**config.mk**
```make
export PLATFORM = sky130hd
export DESIGN_NAME = vdiv_result_pack
export DESIGN_NICKNAME = d
export VERILOG_FILES = /design/src/vdiv_pkg.sv /design/src/vdiv_result_pack.sv
export SDC_FILE = /design/constraint.sdc
export NUM_CORES = 1
export LEC_CHECK = 0
export BUFFER_PORTS_ARGS = -buffer_cell sky130_fd_sc_hd__buf_2
export CORE_AREA = 5 5 123 125
export DETAILED_ROUTE_END_ITERATION = 16
export DIE_AREA = 0 0 128 130
export PLACE_DENSITY = 0.64
export REMOVE_ABC_BUFFERS = 1
export SETUP_SLACK_MARGIN = 0.1
export SYNTH_ARGS = -nofsm -noshare
export SYNTH_HDL_FRONTEND = slang
export SYNTH_SLANG_ARGS = --single-unit
```
**constraint.sdc**
```tcl
create_clock -name vclk -period 5.3
set_input_delay 0.53 -clock vclk [all_inputs]
set_output_delay 0.53 -clock vclk [all_outputs]
set_load 0.02 [all_outputs]
```
**src/vdiv_pkg.sv**
```systemverilog
`default_nettype none

package vdiv_pkg;

  localparam int vlen = 64;
  localparam int vlenb = vlen / 8;
  localparam int xlen = 32;
  localparam int rob_tag_width = 4;

  // divider slots per width
  localparam int n_div8 = 4;
  localparam int n_div16 = 2;
  localparam int n_div32 = 2;

  // funct6 of the integer divide group
  typedef enum logic [5:0] {
    vdivu = 6'b100000,
    vdiv  = 6'b100001,
    vremu = 6'b100010,
    vrem  = 6'b100011
  } div_op_e;

  // funct3 operand forms
  typedef enum logic [2:0] {
    opmvv = 3'b010,
    opmvx = 3'b110
  } src_form_e;

  typedef enum logic [1:0] {
    eew8  = 2'b00,
    eew16 = 2'b01,
    eew32 = 2'b10
  } eew_e;

  // one vector register, seen per element width
  typedef union packed {
    logic [vlenb-1:0][7:0]          b;
    logic [vlen/16-1:0][15:0]       h;
    logic [vlen/xlen-1:0][xlen-1:0] w;
  } vreg_u;

  typedef struct packed {
    logic [rob_tag_width-1:0] rob_entry;
    div_op_e                  op;
    src_form_e                form;
    eew_e                     eew;
    vreg_u                    vs1;
    vreg_u                    vs2;
    logic [xlen-1:0]          rs1;
  } div_uop_t;

  typedef struct packed {
    logic [rob_tag_width-1:0] rob_entry;
    vreg_u                    w_data;
  } div_result_t;

  typedef struct packed {
    logic [n_div8-1:0][7:0]   dividend8;
    logic [n_div16-1:0][15:0] dividend16;
    logic [n_div32-1:0][31:0] dividend32;
    logic [n_div8-1:0][7:0]   divisor8;
    logic [n_div16-1:0][15:0] divisor16;
    logic [n_div32-1:0][31:0] divisor32;
  } lane_ops_t;

  typedef struct packed {
    logic [n_div8-1:0][7:0]   quotient8;
    logic [n_div16-1:0][15:0] quotient16;
    logic [n_div32-1:0][31:0] quotient32;
    logic [n_div8-1:0][7:0]   remainder8;
    logic [n_div16-1:0][15:0] remainder16;
    logic [n_div32-1:0][31:0] remainder32;
  } lane_res_t;

endpackage

`default_nettype wire
```
**src/vdiv_result_pack.sv**
```systemverilog
`default_nettype none
`timescale 1ns/1ps

module vdiv_result_pack (
  input  vdiv_pkg::lane_res_t res,
  input  vdiv_pkg::div_op_e   op,
  input  vdiv_pkg::eew_e      eew,
  output vdiv_pkg::vreg_u     w_data
);

  import vdiv_pkg::*;

  logic                     sel_rem;
  logic [n_div8-1:0][7:0]   r8;
  logic [n_div16-1:0][15:0] r16;
  logic [n_div32-1:0][31:0] r32;

  assign sel_rem = (op == vremu) || (op == vrem);

  assign r8 = sel_rem ? res.remainder8 : res.quotient8;
  assign r16 = sel_rem ? res.remainder16 : res.quotient16;
  assign r32 = sel_rem ? res.remainder32 : res.quotient32;

  // low eew bits of each divider back into place
  always_comb begin
    w_data = '0;
    case (eew)
      eew8: begin
        for (int j = 0; j < n_div8; j++) begin
          w_data.b[j] = r8[j];
        end
        for (int j = 0; j < n_div16; j++) begin
          w_data.b[n_div8 + j] = r16[j][7:0];
        end
        for (int j = 0; j < n_div32; j++) begin
          w_data.b[n_div8 + n_div16 + j] = r32[j][7:0];
        end
      end
      eew16: begin
        for (int j = 0; j < n_div16; j++) begin
          w_data.h[j] = r16[j];
        end
        for (int j = 0; j < n_div32; j++) begin
          w_data.h[n_div16 + j] = r32[j][15:0];
        end
      end
      default: begin
        for (int j = 0; j < n_div32; j++) begin
          w_data.w[j] = r32[j];
        end
      end
    endcase
  end

endmodule

`default_nettype wire

```
==> Yosys cells after proc, flatten, opt, wreduce, memory -nomap -nowiden <==
Index checks and enable logic that the tools add are counted.
{ "totals": {"register_bits": 0, "output_inout_bits": 64, "elab_cells": 9, "in_bits": 264} }
{ "classes": {"n_mux": 4, "n_eq_ne": 3, "n_reduce_logical": 2} }
{ "ops": {"columns": ["cell", "count"], "rows": [
  ["64-bit one-hot mux with 2 select lines", 1],
  ["32-bit 2-to-1 mux", 2],
  ["64-bit 2-to-1 mux", 1],
  ["6-bit == test, second input constant", 2],
  ["2-bit by 1-bit == test with 1-bit output, second input constant", 1],
  ["2-bit zero test", 1],
  ["1-bit logical OR", 1]
]} }

==> Depth between registers and ports, before layout <==
{ "depth": {"ltp_word": 4, "ltp_mapped": 7, "ltp_nobuf": 4} }

==> Worst setup path before layout <==
No wires, ideal clock.
{ "synth_path": {"kind": "input to output", "startpoint": "input port op[4]", "endpoint": "output port w_data[18] (netlist name)", "setup_slack_ns": 2.407, "path_stages": 6, "required_ns": 4.770, "path_buffers": 2, "arrival_time_ns": 2.363, "path_cell_list": "nor4b_4 -> nand2_1 -> buf_2 -> buf_1 -> mux2i_1 -> a222oi_1"} }
{ "synth_lines": {"columns": ["item", "line_no", "rtl"], "rows": [
  ["start, declared", "vdiv_result_pack.sv:6", "input vdiv_pkg::div_op_e op,"],
  ["end, declared", "vdiv_result_pack.sv:8", "output vdiv_pkg::vreg_u w_data"]
]} }

==> results.md <==
- Outcome: finished clean
- Synth unique cells: 20
- NumNets Final: ~830
- Layout cells sized above 1: 69.8%
- Synth warn: 0
- Post-synth top area cell: mux2i_1
- Die Area: ~17000 um^2
- Worst-Margin Slew: between 900 and 1000 ps
- Synthesized instance count: 271
- Rows: 43
- Largest net degree at the start of global routing: between 40 and 50
- Syn_area_per_cell: around 9.6 um^2
- Area Growth Syn to Fin: 67.2%
- Seq Cell Count: 0
- Final Hold Vio Count: 0
- Hold Path Depth: 4
- Synth Area in Compound Gates: a little over a fifth
- Crit path max fanout: 45
- Vias: 3783
- IO buf count: roughly 330
- Req. time, crit path: ~4800 ps
- Worst setup EP type: primary output
- Die width: 128 um
- Xor and xnor fraction of the mapped netlist area: 0%
- DR WL/cell: 17.6 um
- Sink of the worst hold path: w_data[28]
- Routed Antenna Nets: 0
- Adder-cell share of the synthesized area: 0%
- Max-Cap Viols: 0
- Worst Path Arrival: just over 3000 ps
- CTS Hold Buffers Added: 0
- Placed Area: 4350 um^2
- Slew Viols, Final: 0
- Hold slack final: 1430 ps
- RSZ-0062 raised after global routing: no
- Initial drt markers: between 200 and 250
- Pwr/cell area: roughly 84 nW/um^2
- Drt total wl: approximately 13000 um
- Most frequent cells in the layout: buf_2, mux2i_1, mux2_2
- Initial core utilization: 18.9%
- CP Launch Type: input pin
- Residual DRC: 0
- Critical path class: input pin to primary output
- Final Cell Area: between 4000 and 5000 um^2
- Setup total negative slack: 0 ps
- Post-synthesis mux area share: around 63%
- Post-CTS setup buffers: 0
- Initial antenna violation count: 0
- Final estimated routing congestion in global placement: roughly 0.76
- Fin crit period: ~3600 ps
- Core ar.: 13800 um^2
- Dominant cells by area after synthesis: mux2i_1, mux2_2, mux4_2, a222oi_1, a211oi_1
- Finished Layout Cells: approximately 750
- Gr usage total: between 10% and 20%
- Yosys top cell area share: 29.6%
- Mapped Area: between 2000 and 3000 um^2
- Total design power: between 0.3 and 0.4 mW
- Sequential fraction of the synthesis area: 0%
- Final setup vio count: 0
- First-pass GRT wire length: ~19000 um
- Post-cts resize count: 0
- Clock buffers: 0
- Die height: around 130 um
- Hold path start: res[28]
- Initial DRT Pass Iterations: 9
- DP HPWL: 11100 um
- # IOs: between 300 and 400
- P_leak: about 2.4 nW
- Vias/cell: about 5.1
- Vias in the first global route: 3739
- Post-Synth Simple-Gate Area: 8.33%
- Worst hold path type: input pin to primary output
- GR Overflow Total: 0
- Placed cell count: 747
- Main combinational cell family by area after synthesis: multiplexers
- Slew headroom: 37.0%
- Fin crit share: 67.8%
- IR drop worst, VDD: slightly below 40 uV
- Fillcell total: around 1500
- Register area: 0 um^2
- Inserted Diodes: 0
- Most common cell after layout, fill and taps aside: buf_2
- Max Freq: ~0.28 GHz
## power breakdown
group          switching [mW]  leakage (nW)  total, mW  internal (mW)
Clock                       0             0          0              0
Combinational           0.189          2.38      0.365          0.176
Sequential                  0             0          0              0
Total                   0.189          2.38      0.365          0.176
## stage by stage
step	util, %	worst slack [ps]
final	31.6	1710
after global routing	31.6	1560
after CTS	31.6	1730
after detailed placement	31.6	1740
after global placement	31.6	1700
after floorplan	-	472
## cell usage after synthesis
master	number
a211oi_1	16
a222oi_1	37
a311oi_1	8
and2_1	1
and3_1	16
buf_1	6
buf_2	1
buf_4	3
buf_6	3
buf_8	2
clkbuf_1	22
mux2_2	38
mux2i_1	77
mux4_2	19
nand2_1	17
nand2b_1	1
nor2_1	1
nor2b_1	1
nor4b_4	1
or2_2	1
## worst max-delay path: stages
cell      delay, ps
buf_2           110
nor4b_4         510
buf_4           250
nand2_4         300
buf_4           450
mux2i_1         270
a222oi_1        370
buf_2           220
## per-layer routing
layer | vias up | wire length (um) | part of all wire, % | global-route usage [%]
met5 | - | 0 | 0 | 0
met4 | 0 | 19 | 0.14 | 0.187
met3 | 2 | 1300 | 9.9 | 2.17
met2 | 233 | 6530 | 50 | 25.8
met1 | 1775 | 5320 | 40 | 17.4
li1 | 1773 | - | - | -
## area by class of cell
class | count | area (um^2) | share of cell area (%)
Multi-Input combinational cell | 234 | 2430 | 55.9
Tap cell | 180 | 225 | 5.18
Timing Repair Buffer | 333 | 1690 | 39.0
## kinds of logic (layout without fill, tap and decap cells)
family,Yosys count,count (layout)
multiplexers,134,134
buffers and inverters,37,333
AO/OA/AOI/OAI,61,61
AND/OR/NAND/NOR,39,39
## worst max path at each step
stage                      from    endpoint  slack [ps]  depth (start not counted)
after floorplan           op[4]  w_data[51]         470                          4
after global placement    op[4]  w_data[33]        1700                          8
after detailed placement  op[4]   w_data[1]        1740                          8
after CTS                 op[4]  w_data[59]        1730                          8
after global routing      op[4]  w_data[61]        1560                          8
final                     op[4]  w_data[59]        1710                          8
No activity file was read; power rests on OpenSTA's default activity.
