**src/vdiv_lane_divider.sv**
```systemverilog
`default_nettype none
`timescale 1ns/1ps

module vdiv_lane_divider #(
  parameter int DIV_WIDTH = 8
) (
  input  logic                 clk,
  input  logic                 rst_n,
  input  logic                 start,
  input  logic                 clear,
  input  logic                 is_signed,
  input  logic [DIV_WIDTH-1:0] dividend,
  input  logic [DIV_WIDTH-1:0] divisor,
  output logic [DIV_WIDTH-1:0] quotient,
  output logic [DIV_WIDTH-1:0] remainder,
  output logic                 done
);

  localparam int cnt_w = $clog2(DIV_WIDTH);

  typedef enum logic [1:0] {
    st_idle,
    st_run,
    st_fix,
    st_done
  } state_e;

  state_e             state;
  logic [cnt_w-1:0]   cnt;
  logic [DIV_WIDTH-1:0] part_rem;
  logic [DIV_WIDTH-1:0] quo_sh;
  logic [DIV_WIDTH-1:0] div_mag;
  logic [DIV_WIDTH-1:0] dividend_raw;
  logic               neg_quo;
  logic               neg_rem;
  logic               div_zero;
  logic               a_neg;
  logic               b_neg;
  logic [DIV_WIDTH-1:0] a_mag;
  logic [DIV_WIDTH-1:0] b_mag;
  logic [DIV_WIDTH:0] rem_shift;
  logic [DIV_WIDTH:0] trial;

  assign a_neg = is_signed & dividend[DIV_WIDTH-1];
  assign b_neg = is_signed & divisor[DIV_WIDTH-1];
  assign a_mag = a_neg ? -dividend : dividend;
  assign b_mag = b_neg ? -divisor : divisor;

  // shift in next dividend bit, try subtract
  assign rem_shift = {part_rem, quo_sh[DIV_WIDTH-1]};
  assign trial = rem_shift - {1'b0, div_mag};

  assign done = (state == st_done);

  // load, DIV_WIDTH steps, sign fix
  always_ff @(posedge clk or negedge rst_n) begin
    if (!rst_n) begin
      state <= st_idle;
      cnt <= '0;
    end else if (clear) begin
      state <= st_idle;
    end else begin
      case (state)
        st_idle: begin
          if (start) begin
            state <= st_run;
            cnt <= cnt_w'(DIV_WIDTH - 1);
          end
        end
        st_run: begin
          if (cnt == '0) begin
            state <= st_fix;
          end else begin
            cnt <= cnt - 1'b1;
          end
        end
        st_fix:  state <= st_done;
        default: state <= st_done;
      endcase
    end
  end

  always_ff @(posedge clk) begin
    case (state)
      st_idle: begin
        if (start) begin
          part_rem <= '0;
          quo_sh <= a_mag;
          div_mag <= b_mag;
          dividend_raw <= dividend;
          neg_quo <= a_neg ^ b_neg;
          neg_rem <= a_neg;
          div_zero <= (divisor == '0);
        end
      end
      st_run: begin
        quo_sh <= {quo_sh[DIV_WIDTH-2:0], ~trial[DIV_WIDTH]};
        if (!trial[DIV_WIDTH]) begin
          part_rem <= trial[DIV_WIDTH-1:0];
        end else begin
          part_rem <= rem_shift[DIV_WIDTH-1:0];
        end
      end
      st_fix: begin
        // overflow case falls out of the negation
        if (div_zero) begin
          quotient <= '1;
          remainder <= dividend_raw;
        end else begin
          quotient <= neg_quo ? -quo_sh : quo_sh;
          remainder <= neg_rem ? -part_rem : part_rem;
        end
      end
      default: begin
      end
    endcase
  end

endmodule

`default_nettype wire

```
**config.mk**
```make
export PLATFORM = sky130hd
export DESIGN_NAME = vdiv_lane_divider
export DESIGN_NICKNAME = d
export VERILOG_FILES = /design/src/vdiv_lane_divider.sv
export SDC_FILE = /design/constraint.sdc
export NUM_CORES = 1
export LEC_CHECK = 0
export ABC_AREA = 1
export ABC_CLOCK_PERIOD_IN_PS = 2300
export BUFFER_PORTS_ARGS = -buffer_cell sky130_fd_sc_hd__buf_2
export CAP_MARGIN = 20
export CORE_MARGIN = 3
export CORE_UTILIZATION = 58
export CTS_CLUSTER_DIAMETER = 120
export DETAILED_ROUTE_END_ITERATION = 7
export PLACE_DENSITY = 0.79
export RECOVER_POWER = 25
export SETUP_SLACK_MARGIN = 0.1
export SYNTH_ARGS = -nofsm -noshare
export SYNTH_HDL_FRONTEND = slang
export SYNTH_SLANG_ARGS = --single-unit
```
**constraint.sdc**
```tcl
create_clock -name clk -period 2.3 [get_ports clk]
set_input_delay 0.46 -clock clk [delete_from_list [all_inputs] [get_ports clk]]
set_output_delay 0.46 -clock clk [all_outputs]
set_load 0.02 [all_outputs]
```
* Word-level counts from Yosys, hierarchy flattened *
Index checks and enable logic that the tools add are counted.

storage, ports and cells
  flip-flop bits (word level) = 56

cells by class
  add/subtract/negate cells = 6
  bitwise operators = 5
  equality and inequality tests = 7
  reduce and logical (&&, ||, !) cells = 8
  muxes and demuxes = 17

operators with widths
  kind                   number
  $mux W8                8
  $neg A8 Y8             4
  $pmux W8 S2            2
  $sub A9 B8 Y9          1
  $logic_not A8 Y1       1
  $mux W2                3
  $mux W3                2
  $ne A3 B3 Y1 const B   2
  $pmux W3 S2            1
  $reduce_and A2 Y1      3
  $eq A2 B2 Y1 const B   2
  $ne A2 B2 Y1 const B   2
  $pmux W2 S2            1
  $reduce_and A4 Y1      1
  $logic_not A3 Y1       1
  $sub A3 B1 Y3 const B  1
  $and A1 B1 Y1          2
  $eq A2 B1 Y1 const B   1
  $logic_not A2 Y1       1
  $not A1 Y1             2
  $reduce_bool A2 Y1     1
  $xor A1 B1 Y1          1

* Longest topological paths before layout *
  depth in word-level cells = 4
  depth in mapped cells = 13

* Least setup slack after synthesis *
No wires, ideal clock.

  path kind = input -> register
  start = input port start
  end = register cnt[2]
  data arrival time = 1833 ps
  setup time = 132 ps
  path buffers = 0
  data required time = 2168 ps
  stages = 5
  slack = 335 ps
  path through = inv_1 a21oi_1 o211ai_1 nand2_1 o21ai_0

on the way
  word-level cells in the longest chain between the ends = 2

RTL lines
  what                                RTL line  source
  from (decl)                         9         input logic start,
  $ne A2 B2 Y1 (no source line)       n/a
  $reduce_and A4 Y1 (no source line)  n/a
  to (signal assigned)                67        cnt <= cnt_w'(DIV_WIDTH - 1);
  to (signal assigned)                74        cnt <= cnt - 1'b1;
  to (decl)                           29        logic [cnt_w-1:0] cnt;

No other way between the ends.
A chain may end at the register's enable or synchronous reset.

* Worst setup path in the final report *
  start = register quo_sh[7]
  end = register quo_sh[0], data pin

on the way
  word-level cells in the longest chain between the ends = 3

RTL lines
  what                    RTL line  source
  from (decl)             31        logic [DIV_WIDTH-1:0] quo_sh;
  from (signal assigned)  88        quo_sh <= a_mag;
  from (signal assigned)  97        quo_sh <= {quo_sh[DIV_WIDTH-2:0], ~trial[DIV_WIDTH]};
  $sub A9 B8 Y9           51        assign trial = rem_shift - {1'b0, div_mag};
  $not A1 Y1              97
  $pmux W8 S2             84        case (state)

No other way between the ends.

==> results.py <==
metrics = {
    "setup_path": {
        "cp_max_fo": 5,
        "setup.worst_path.end_class": "register",
        "crit_family": "adder cells",
        "cp_common_cell": "nand2_2",
        "r2r_end": "quo_sh[0]$_DFFE_PP_",
        "r2r_cells": 11,
        "cp-startpoint": "quo_sh[7]$_DFFE_PP_",
        "path_cells": "inv_1 -> ha_1 -> fa_1 -> inv_1 -> nand2_1 -> nand2_2 -> nand3_4 -> nand2_2 -> nand2_2 -> nand2_4 -> o21ai_1",
        "startpoint_type": "register",
        "crit_type": "reg2reg",
        "slowest_stage": "fa_1",
        "cp_data_required_time_ns": 2.36,
        "r2r_start": "quo_sh[7]$_DFFE_PP_",
        "critPathBufInv": 2,
        "rrSetupSlack_ns": 0.22,
        "slowest_delay_ns": 0.41,
        "arrival_ns": 2.14,
    },
    "drt": {
        "drtPass1Iterations": 5,
        "initialDrtViolationCount": 184,
        "vias_per_cell": 5.21,
        "ant_nets": 0,
        "drc": 0,
        "vias": 2580,
        "avgRoutedWirePerCell_um": 12.8,
        "wirelength_um": 6330,
    },
    "power_and_ir_drop": {
        "p_clk_share_pct": 11.6,
        "p_per_area_nw_per_um2": 1260,
        "internal-power_mw": 2.60,
        "p_seq_share_pct": 40.1,
        "ir_worst_vdd_v": 0.000635,
        "total_power_mw": 4.60,
        "p_sw_share_pct": 43.4,
        "switching_power_mw": 2.00,
        "comb_power_share_pct": 48.3,
        "power.leakage_nw": 1.68,
    },
    "clocking": {
        "clkLatencyLatePin_ns": 0.31,
        "cts_root_buf": "clkbuf_8",
        "cts_max_path_buffers": 2,
        "clkTransAtPathRegs_ns": 0.10,
        "cts_tree": "done",
        "htree_levels": 2,
        "cts_made_buffers": 5,
        "cts.sinks": 56,
    },
    "sta": {
        "maxSlewHeadroom_pct": 39.8,
        "clock_skew_ns": 0.00960,
        "finalMaxSlewViolations": 0,
        "min_period_ns": 2.08,
        "finalSetupTns_ns": 0,
        "hold_viol": 0,
        "fmax_mhz": 480,
        "finalSetupViolCount": 0,
        "worst_slack_ns": 0.215,
        "min_period_over_period_pct": 90.6,
        "worstMarginPinSlew_ns": 0.903,
        "rsz0062_at_grt": "no",
        "whs_ns": 0.313,
    },
    "floorplan": {
        "core_area_um2": 5270,
        "start_util_pct": 61.8,
        "dieArea_um2": 6550,
        "die_w_um": 80.9,
        "dieHeight_um": 80.9,
        "rows": 26,
        "ios": 38,
    },
    "grt": {
        "grt_pass1_wl_um": 10400,
        "grt_pass1_vias": 2361,
        "antenna_found_initial": 0,
        "grt_max_degree": 20,
        "grt_use_total_pct": 20.8,
        "grt_overflow": 0,
    },
    "yosys": {
        "ys_seq_area_share_pct": 50.9,
        "yosys_warnings": 0,
        "synthCells": 379,
        "synth_area_leaders": "edfxtp_1 (47%), nand2_1 (9.9%), inv_1 (7.3%)",
        "avgSynthCellArea_um2": 8.59,
        "synth_nets": 415,
        "netlist_area_um2": 3250,
        "synthDominantCellAreaShare_pct": 47.1,
        "synth_cell_types": 29,
        "synth_top_area_cell": "edfxtp_1",
        "ys_seq_elements": 56,
    },
    "placement": {
        "finalWeightedCongestion": 0.901,
        "hpwl_um": 4890,
        "port_buffers": 37,
        "post-place-ws_ns": 0.151,
    },
    "min_path": {
        "whs_endpoint": "state[1]$_DFFE_PN0P_",
        "hold_class": "in2reg",
        "holdPathStages": 2,
        "min-delay-start": "clear",
    },
    "cells_and_area": {
        "syn_to_final_growth_pct": 12.3,
        "diodes": 0,
        "fillers": 431,
        "final_core_util_pct": 69.3,
        "nNetsFinal": 460,
        "drive_above_1_share_pct": 12.0,
    },
    "flow_run": {
        "drv_cap": 0,
    },
    "status": {
        "status": "complete, no violations",
    },
}
==> Yosys cell counts (all sizes together) <==
cell type and count:
nand2 91, o21ai 25, nand4 1, a22oi 1, nand3b 4, dfrtp 5, nor3 4, a21oi 15
o211ai 3, a31oi 2, xnor2 3, or2 3, edfxtp 51, buf 2, clkbuf 4, xor2 9
ha 14, nor2 46, inv 63, nand3 31, nor3b 1, fa 1
==> timing repair <==
action / in CTS / in global routing
buffers inserted: 0 / 1
resized for setup: 0 / 5
hold buffers: 1 / 0
hold endpoints to repair: 5 / 0
setup endpoints to repair: 0 / 9
==> cell type report <==
cell class	count	area (µm²)	share of cell area, %
inverter	63	236	6.47
tap	70	87.6	2.40
clock inverter	2	16.3	0.445
sequential	56	1660	45.3
multi-input combinational	254	1370	37.4
timing repair buffer	44	219	5.99
clock buffer	6	72.6	1.99
==> layout by cell type, fill, tap and decap left out, types with 5 or more instances in the layout <==
cell	netlist	final
o21ai_0	24	24
nand2_1	86	85
buf_2	2	26
nand3_1	29	28
nor2_1	45	45
clkbuf_1	4	14
a21oi_1	14	14
ha_1	14	14
xor2_1	9	9
nand2_2	4	5
dfrtp_1	5	5
inv_1	63	63
clkbuf_8	0	5
edfxtp_1	51	51
==> worst max-delay path by stage <==
stage	to	cells after the start	slack [ns]
after floorplan	cnt[2]$_DFFE_PN0P_	5	0.34
after global placement	part_rem[0]$_SDFFCE_PN0P_	11	0.23
after detailed placement	part_rem[0]$_SDFFCE_PN0P_	11	0.15
after CTS	part_rem[0]$_SDFFCE_PN0P_	11	0.14
after global routing	part_rem[7]$_SDFFCE_PN0P_	12	0.09
final	quo_sh[0]$_DFFE_PP_	11	0.22
==> logic make-up (layout without fill, tap and decap cells) <==
| kind of cell | after synthesis | count (layout) | synth area share, % |
|---|---|---|---|
| and+or+nand+nor | 181 | 181 | 24.3 |
| AOI/OAI and AO/OA | 46 | 46 | 7.57 |
| xor gates and xnor gates | 12 | 12 | 3.23 |
| buffers and inverters | 69 | 115 | 8.04 |
| adders and majority gates | 15 | 15 | 6.00 |
| DFF | 56 | 56 | 50.9 |
==> power by group through the flow <==
stage	Sequential [mW]	Clock, mW	Combinational, mW
floorplan	1.88	0	1.58
global placement	1.84	0	2.08
detailed placement	1.86	0	2.14
CTS	1.83	0.534	2.15
global route	1.88	0.585	2.53
finish	1.85	0.533	2.22
==> through the flow <==
step / std cells / instance area [µm²]
after global placement: 485 / 3540
final: 495 / 3650
after global routing: 495 / 3650
after floorplan: 379 / 3250
after CTS: 494 / 3640
after detailed placement: 485 / 3540
==> layer usage <==
layer	track usage, %	share of wire, %	vias to the layer above
met3	3.88	6.1	10
li1	-	-	1320
met4	6.76	1.6	0
met5	0	0	-
met2	34.2	48	97
met1	27.9	44	1153
==> flip-flops by register name, indices dropped and copies added (netlist names) <==
name / flops
cnt: 3
div_mag: 8
div_zero: 1
dividend_raw: 8
neg_quo: 1
neg_rem: 1
part_rem: 8
quo_sh: 8
quotient: 8
remainder: 8
state: 2
No activity file was read; power rests on OpenSTA's default activity.
