==> src/vdiv_pkg.sv <==
`default_nettype none

package vdiv_pkg;

  localparam int vlen = 64;
  localparam int vlenb = vlen / 8;
  localparam int xlen = 32;
  localparam int rob_tag_width = 4;

  // divider slots per width
  localparam int n_div8 = 4;
  localparam int n_div16 = 2;
  localparam int n_div32 = 2;

  // funct6 of the integer divide group
  typedef enum logic [5:0] {
    vdivu = 6'b100000,
    vdiv  = 6'b100001,
    vremu = 6'b100010,
    vrem  = 6'b100011
  } div_op_e;

  // funct3 operand forms
  typedef enum logic [2:0] {
    opmvv = 3'b010,
    opmvx = 3'b110
  } src_form_e;

  typedef enum logic [1:0] {
    eew8  = 2'b00,
    eew16 = 2'b01,
    eew32 = 2'b10
  } eew_e;

  // one vector register, seen per element width
  typedef union packed {
    logic [vlenb-1:0][7:0]          b;
    logic [vlen/16-1:0][15:0]       h;
    logic [vlen/xlen-1:0][xlen-1:0] w;
  } vreg_u;

  typedef struct packed {
    logic [rob_tag_width-1:0] rob_entry;
    div_op_e                  op;
    src_form_e                form;
    eew_e                     eew;
    vreg_u                    vs1;
    vreg_u                    vs2;
    logic [xlen-1:0]          rs1;
  } div_uop_t;

  typedef struct packed {
    logic [rob_tag_width-1:0] rob_entry;
    vreg_u                    w_data;
  } div_result_t;

  typedef struct packed {
    logic [n_div8-1:0][7:0]   dividend8;
    logic [n_div16-1:0][15:0] dividend16;
    logic [n_div32-1:0][31:0] dividend32;
    logic [n_div8-1:0][7:0]   divisor8;
    logic [n_div16-1:0][15:0] divisor16;
    logic [n_div32-1:0][31:0] divisor32;
  } lane_ops_t;

  typedef struct packed {
    logic [n_div8-1:0][7:0]   quotient8;
    logic [n_div16-1:0][15:0] quotient16;
    logic [n_div32-1:0][31:0] quotient32;
    logic [n_div8-1:0][7:0]   remainder8;
    logic [n_div16-1:0][15:0] remainder16;
    logic [n_div32-1:0][31:0] remainder32;
  } lane_res_t;

endpackage

`default_nettype wire
==> src/vdiv_uop_reg.sv <==
`default_nettype none
`timescale 1ns/1ps

module vdiv_uop_reg (
  input  logic                                 clk,
  input  logic                                 rst_n,
  input  logic                                 uop_valid,
  input  vdiv_pkg::div_uop_t                   uop,
  output logic                                 in_ready,
  output vdiv_pkg::div_uop_t                   held_uop,
  output logic                                 start,
  output logic                                 clear,
  input  logic [7:0]                           done,
  output logic                                 result_valid,
  input  logic                                 result_ready,
  output logic [vdiv_pkg::rob_tag_width-1:0]   rob_entry
);

  logic busy;
  logic accept;
  logic transfer;
  logic all_done;

  // one uop in flight at a time
  assign in_ready = !busy;
  assign accept = uop_valid & in_ready;

  assign all_done = &done;

  // busy masks the stale done bits in the cycle after a transfer
  assign result_valid = busy & all_done;
  assign transfer = result_valid & result_ready;

  assign rob_entry = held_uop.rob_entry;

  always_ff @(posedge clk or negedge rst_n) begin
    if (!rst_n) begin
      busy <= 1'b0;
    end else if (accept) begin
      busy <= 1'b1;
    end else if (transfer) begin
      busy <= 1'b0;
    end
  end

  // start one cycle after accept, clear one cycle after transfer
  always_ff @(posedge clk or negedge rst_n) begin
    if (!rst_n) begin
      start <= 1'b0;
      clear <= 1'b0;
    end else begin
      start <= accept;
      clear <= transfer;
    end
  end

  always_ff @(posedge clk) begin
    if (accept) begin
      held_uop <= uop;
    end
  end

endmodule

`default_nettype wire

==> config.mk <==
export PLATFORM = sky130hd
export DESIGN_NAME = vdiv_uop_reg
export DESIGN_NICKNAME = d
export VERILOG_FILES = /design/src/vdiv_pkg.sv /design/src/vdiv_uop_reg.sv
export SDC_FILE = /design/constraint.sdc
export NUM_CORES = 1
export LEC_CHECK = 0
export ABC_AREA = 1
export BUFFER_PORTS_ARGS = -buffer_cell sky130_fd_sc_hd__buf_2
export CAP_MARGIN = 20
export CORE_AREA = 4 4 143 145
export DETAILED_ROUTE_END_ITERATION = 8
export DIE_AREA = 0 0 147 149
export SLEW_MARGIN = 30
export SYNTH_ARGS = -nofsm -noshare
export SYNTH_HDL_FRONTEND = slang
export SYNTH_SLANG_ARGS = --single-unit
==> constraint.sdc <==
create_clock -name clk -period 11.8 [get_ports clk]
set_input_delay 0.59 -clock clk [delete_from_list [all_inputs] [get_ports clk]]
set_output_delay 0.59 -clock clk [all_outputs]
set_load 0.01 [all_outputs]
# [Word-level counts from Yosys, hierarchy flattened]
# Cells that the tools add are included.
[totals] reg_bits=178 input_bits=187
[classes] n_mux=2 bitwise=3 reduce_logical=3
[ops] operator="$reduce_and A8 Y1" count=1
[ops] operator="$and A1 B1 Y1" count=3
[ops] operator="$mux W1" count=2
[ops] operator="$reduce_bool A2 Y1" count=1
[ops] operator="$logic_not A1 Y1" count=1

# [Logic depth before layout (Yosys ltp)]
[logic_depth] depth_word=5 mapped_depth=5 depth_no_buf=5

# [Least setup slack after synthesis]
# OpenSTA, ideal clock, no wires.
[synth_path] path_type="input port to flip-flop" startpoint="input port uop_valid" endpoint="register start" t_arrival_ps=7969 required_time_ps=10901 path_slack_ps=2932 cell_stages=2 path_buffers=0 cell_sequence="inv_1 > nor2_1"
[synth_between] elab_chain_cells=1
[synth_lines] element="start, declared" line="vdiv_uop_reg.sv:7" rtl="input logic uop_valid,"
[synth_lines] element="$and A1 B1 Y1" line="vdiv_uop_reg.sv:26" rtl="assign accept = uop_valid & in_ready;"
[synth_lines] element="net accept" line="vdiv_uop_reg.sv:20" rtl="logic accept;"
[synth_lines] element="end signal, assigned" line="vdiv_uop_reg.sv:52" rtl="start <= accept;"
[synth_lines] element="end, declared" line="vdiv_uop_reg.sv:11" rtl="output logic start,"
# The timed path passes the listed nets, and every way through them passes these cells.
# A chain may end at the register's enable or synchronous reset.

# [Final worst setup path]
[layout_path] startpoint="register busy" endpoint="output port result_valid"
[layout_between] elab_chain_cells=1
[layout_lines] element="start, declared" line="vdiv_uop_reg.sv:19" rtl="logic busy;"
[layout_lines] element="start signal, assigned" line="vdiv_uop_reg.sv:38" rtl="busy <= 1'b0;"
[layout_lines] element="start signal, assigned" line="vdiv_uop_reg.sv:40" rtl="busy <= 1'b1;"
[layout_lines] element="start signal, assigned" line="vdiv_uop_reg.sv:42" rtl="busy <= 1'b0;"
[layout_lines] element="$and A1 B1 Y1" line="vdiv_uop_reg.sv:31" rtl="assign result_valid = busy & all_done;"
[layout_lines] element="end, declared" line="vdiv_uop_reg.sv:14" rtl="output logic result_valid,"
# Every way passes these cells.

==> report_table.html <==
<table>
<tr><th>Metric</th><th>Value</th></tr>
<tr><th colspan="2">Worst setup path</th></tr>
<tr><td>Number of buffer and inverter instances along the worst setup path</td><td>2</td></tr>
<tr><td>CP max stage delay</td><td>470 ps</td></tr>
<tr><td>Endpoint kind of the worst setup timing path</td><td>output pin</td></tr>
<tr><td>Critical path data required time</td><td>11210 ps</td></tr>
<tr><td>Worst endpoint data arrival time</td><td>1380 ps</td></tr>
<tr><td>Ordered list of cells on the worst path</td><td>nand2_1 &gt; nor2_2 &gt; nand3_2 &gt; inv_1 &gt; buf_2</td></tr>
<tr><td>Startpoint-to-endpoint class of the critical path</td><td>reg2out</td></tr>
<tr><td>Largest driver fanout on the critical path</td><td>4</td></tr>
<tr><td>Crit start category</td><td>flop</td></tr>
<tr><td>Crit-path slowest cell</td><td>sky130_fd_sc_hd__dfrtp_1</td></tr>
<tr><td>Crit path max-delay family</td><td>flip-flops</td></tr>
<tr><th colspan="2">STA</th></tr>
<tr><td>Final-layout setup total negative slack</td><td>0 ps</td></tr>
<tr><td>Tightest slew margin relative to the limit</td><td>0.510</td></tr>
<tr><td>Clock Skew</td><td>5.85 ps</td></tr>
<tr><td>Setup violation total in the final timing report</td><td>0</td></tr>
<tr><td>RSZ-0062 raised after global routing</td><td>false</td></tr>
<tr><td>Maximum achievable frequency</td><td>508 MHz</td></tr>
<tr><td>Pin slew with the least headroom to its limit</td><td>734 ps</td></tr>
<tr><td>Count of pins over their slew limit</td><td>0</td></tr>
<tr><td>Time the worst path needs with I/O delays and setup</td><td>1970 ps</td></tr>
<tr><td>Part of the cycle the worst path needs</td><td>0.167</td></tr>
<tr><td>Final Hold Vio Count</td><td>0</td></tr>
<tr><td>Worst Hold Margin</td><td>345 ps</td></tr>
<tr><th colspan="2">CTS</th></tr>
<tr><td>H-tree level count</td><td>4</td></tr>
<tr><td>Post-CTS repair timing setup buffer count</td><td>0</td></tr>
<tr><td>Clock edge transition at the registers on the reported setup and hold paths</td><td>70 ps</td></tr>
<tr><td>Clock Latency Late Sink</td><td>420 ps</td></tr>
<tr><td>Root buffer cell</td><td>sky130_fd_sc_hd__clkbuf_16</td></tr>
<tr><td>CTS resizes</td><td>0</td></tr>
<tr><td>Number of sinks handled by clock tree synthesis</td><td>178</td></tr>
<tr><td>Total clock buffers created by CTS</td><td>17</td></tr>
<tr><td>TritonCTS clock tree</td><td>built</td></tr>
<tr><td>CTS max path bufs</td><td>2</td></tr>
<tr><td>Number of buffers inserted by hold repair at cts</td><td>1</td></tr>
<tr><th colspan="2">Route</th></tr>
<tr><td>DRC violations left</td><td>0</td></tr>
<tr><td>Total via count in the routed design</td><td>3393</td></tr>
<tr><td>Post-route ant nets</td><td>0</td></tr>
<tr><td>Initial drt markers</td><td>141</td></tr>
<tr><td>Detailed-router iteration count before antenna repair</td><td>4</td></tr>
<tr><td>Wire per inst</td><td>16.8 um</td></tr>
<tr><td>Routed wire length</td><td>14500 um</td></tr>
<tr><td>Vias per Instance</td><td>3.93</td></tr>
<tr><th colspan="2">Layout</th></tr>
<tr><td>Most frequent standard cell in the layout excluding fill and tap cells</td><td>sky130_fd_sc_hd__buf_2</td></tr>
<tr><td>Layout cell share with drive strength beyond 1</td><td>0.677</td></tr>
<tr><td>Antenna fix cells</td><td>0</td></tr>
<tr><td>Util after Layout</td><td>0.427</td></tr>
<tr><td>Post-layout nets</td><td>773</td></tr>
<tr><td>Area added between synthesis and finish</td><td>50.6%</td></tr>
<tr><td>Non-filler cells in the finished layout</td><td>863</td></tr>
<tr><td>Commonest cells after routing, fill and taps aside</td><td>sky130_fd_sc_hd__buf_2 (369), sky130_fd_sc_hd__edfxtp_1 (175), sky130_fd_sc_hd__clkbuf_16 (17)</td></tr>
<tr><th colspan="2">Pwr</th></tr>
<tr><td>Power density of the placed cells</td><td>155 mW/mm2</td></tr>
<tr><td>Proportion of power drawn by flip-flops and latches</td><td>0.547</td></tr>
<tr><td>Static leakage power</td><td>3.41 nW</td></tr>
<tr><td>VDD IR-drop max</td><td>89.9 uV</td></tr>
<tr><td>P_int</td><td>1.03 mW</td></tr>
<tr><td>Portion of total power attributed to the clock network</td><td>0.426</td></tr>
<tr><td>Net switching component of the power</td><td>242 uW</td></tr>
<tr><td>Switching part of the total</td><td>0.190</td></tr>
<tr><td>Combinational power share</td><td>0.027</td></tr>
<tr><th colspan="2">Global route</th></tr>
<tr><td>Initial antenna violation count</td><td>0</td></tr>
<tr><td>Gr ovfl total</td><td>0</td></tr>
<tr><td>Overall routing resource usage</td><td>0.127</td></tr>
<tr><td>First-pass GRT wire length</td><td>20700 um</td></tr>
<tr><td>Vias in the first global route</td><td>3671</td></tr>
<tr><td>Largest net degree at the start of global routing</td><td>85</td></tr>
<tr><th colspan="2">Yosys</th></tr>
<tr><td>Mean area per synthesized cell</td><td>27.4 um2</td></tr>
<tr><td>Synthesized-area fraction occupied by xor and xnor cells</td><td>0</td></tr>
<tr><td>Yosys warning count</td><td>0</td></tr>
<tr><td>Cell taking the most area after synthesis</td><td>sky130_fd_sc_hd__edfxtp_1</td></tr>
<tr><td>Distinct cell type count after synthesis</td><td>10</td></tr>
<tr><td>Top post-synthesis cells by area</td><td>sky130_fd_sc_hd__edfxtp_1 (97%), sky130_fd_sc_hd__dfrtp_1 (1.4%), sky130_fd_sc_hd__buf_4 (0.55%), sky130_fd_sc_hd__inv_1 (0.34%), sky130_fd_sc_hd__nor2_2 (0.34%)</td></tr>
<tr><td>Main combinational cell family by area after synthesis</td><td>simple AND/OR/NAND/NOR gates</td></tr>
<tr><td>Post-synthesis simple-gate area fraction</td><td>0.0115</td></tr>
<tr><td>Number of nets produced by synthesis</td><td>386</td></tr>
<tr><td>Post-Synth Adder-Cell Area</td><td>0</td></tr>
<tr><td>Synth Area in Compound Gates</td><td>0</td></tr>
<tr><td>Cell Area, Synth</td><td>0.00545 mm2</td></tr>
<tr><td>Top cell type's share of synthesized area</td><td>0.965</td></tr>
<tr><td>Post-synthesis instance total</td><td>199</td></tr>
<tr><td>Share of the yosys chip area belonging to registers</td><td>0.979</td></tr>
<tr><td>Mux share of post-synthesis cell area</td><td>0</td></tr>
<tr><td>Flip-flop and latch count after synthesis</td><td>178</td></tr>
<tr><th colspan="2">Die</th></tr>
<tr><td>Total I/O pin count</td><td>370</td></tr>
<tr><td>Die area</td><td>0.0219 mm2</td></tr>
<tr><td>Horizontal extent of the die</td><td>147 um</td></tr>
<tr><td>Std-Cell Rows</td><td>51</td></tr>
<tr><td>Initial standard-cell utilization of the core</td><td>0.283</td></tr>
<tr><td>Die height</td><td>149 um</td></tr>
<tr><td>Core region area</td><td>0.0192 mm2</td></tr>
<tr><th colspan="2">Place</th></tr>
<tr><td>DP Cell Count</td><td>831</td></tr>
<tr><td>GP Congestion</td><td>0.781</td></tr>
<tr><td>I/O Buffers</td><td>369</td></tr>
<tr><td>Detailed-placement wirelength estimate</td><td>11500 um</td></tr>
<tr><th colspan="2">Hold path</th></tr>
<tr><td>Hold/Removal Path Class</td><td>in2reg</td></tr>
<tr><th colspan="2">Run status</th></tr>
<tr><td>Result of the run</td><td>complete, no violations</td></tr>
<tr><th colspan="2">Flow run</th></tr>
<tr><td>Number of maximum-capacitance constraint violations</td><td>0</td></tr>
</table>
-- Yosys cell counts --
master / n
sky130_fd_sc_hd__nand3_2: 1
sky130_fd_sc_hd__nand2_1: 4
sky130_fd_sc_hd__dfrtp_1: 3
sky130_fd_sc_hd__buf_4: 4
sky130_fd_sc_hd__inv_1: 5
sky130_fd_sc_hd__edfxtp_1: 175
sky130_fd_sc_hd__nor2_2: 3
sky130_fd_sc_hd__nor2_4: 1
sky130_fd_sc_hd__nor2_1: 2
sky130_fd_sc_hd__clkinv_1: 1
-- path summary, 6_finish.rpt --
kind | start | to | slack, ps | depth (start not counted)
max in group asynchronous | rst_n | start | 11190 | 2
min reg2reg | busy | start | 670 | 1
min in group asynchronous | rst_n | busy | 500 | 2
min | uop[109] | held_uop[109] | 340 | 1
max reg2reg | busy | held_uop[167] | 9890 | 2
max | busy | result_valid | 9830 | 5
-- state kept, by name (all words and copies together) (netlist names) --
register,flops
start,1
busy,1
rob_entry,4
held_uop,171
clear,1
-- metal layers --
layer / global-route usage / part of all wire
met5: 0 / 0
met4: 0.0559 / 0.017
met3: 0.0678 / 0.13
met2: 0.221 / 0.52
met1: 0.125 / 0.33
-- power groups by stage --
stage | Combinational [mW] | Sequential, mW | Clock (mW)
CTS | 0.0347 | 0.695 | 0.559
global route | 0.0376 | 0.694 | 0.589
floorplan | 0.00148 | 0.710 | 0
detailed placement | 0.0344 | 0.709 | 0
finish | 0.0339 | 0.695 | 0.541
global placement | 0.0333 | 0.709 | 0
-- kinds of logic (layout without fill, tap and decap cells) --
group                  count (synthesis)  count (layout)
and+or+nand+nor                       11              11
DFF                                  178             178
buffers and inverters                 10             409
-- through the flow --
| stage | total power [mW] | setup slack [ps] | cell area (um2) |
|---|---|---|---|
| detailed placement | 0.743 | 9410 | 7620 |
| global route | 1.32 | 9730 | 8200 |
| global placement | 0.742 | 9500 | 7620 |
| finish | 1.27 | 9830 | 8200 |
| CTS | 1.29 | 9630 | 8190 |
| floorplan | 0.711 | 2930 | 5450 |
-- final cells by class --
cell class | instances | area [um2]
clock buffer | 18 | 429
clock inverter | 13 | 135
fill | 1753 | 11000
inverter | 6 | 22.5
multi-input combinational | 11 | 70.1
sequential | 178 | 5330
tap | 265 | 332
timing repair buffer | 372 | 1880
(Power assumes the default switching activity.)
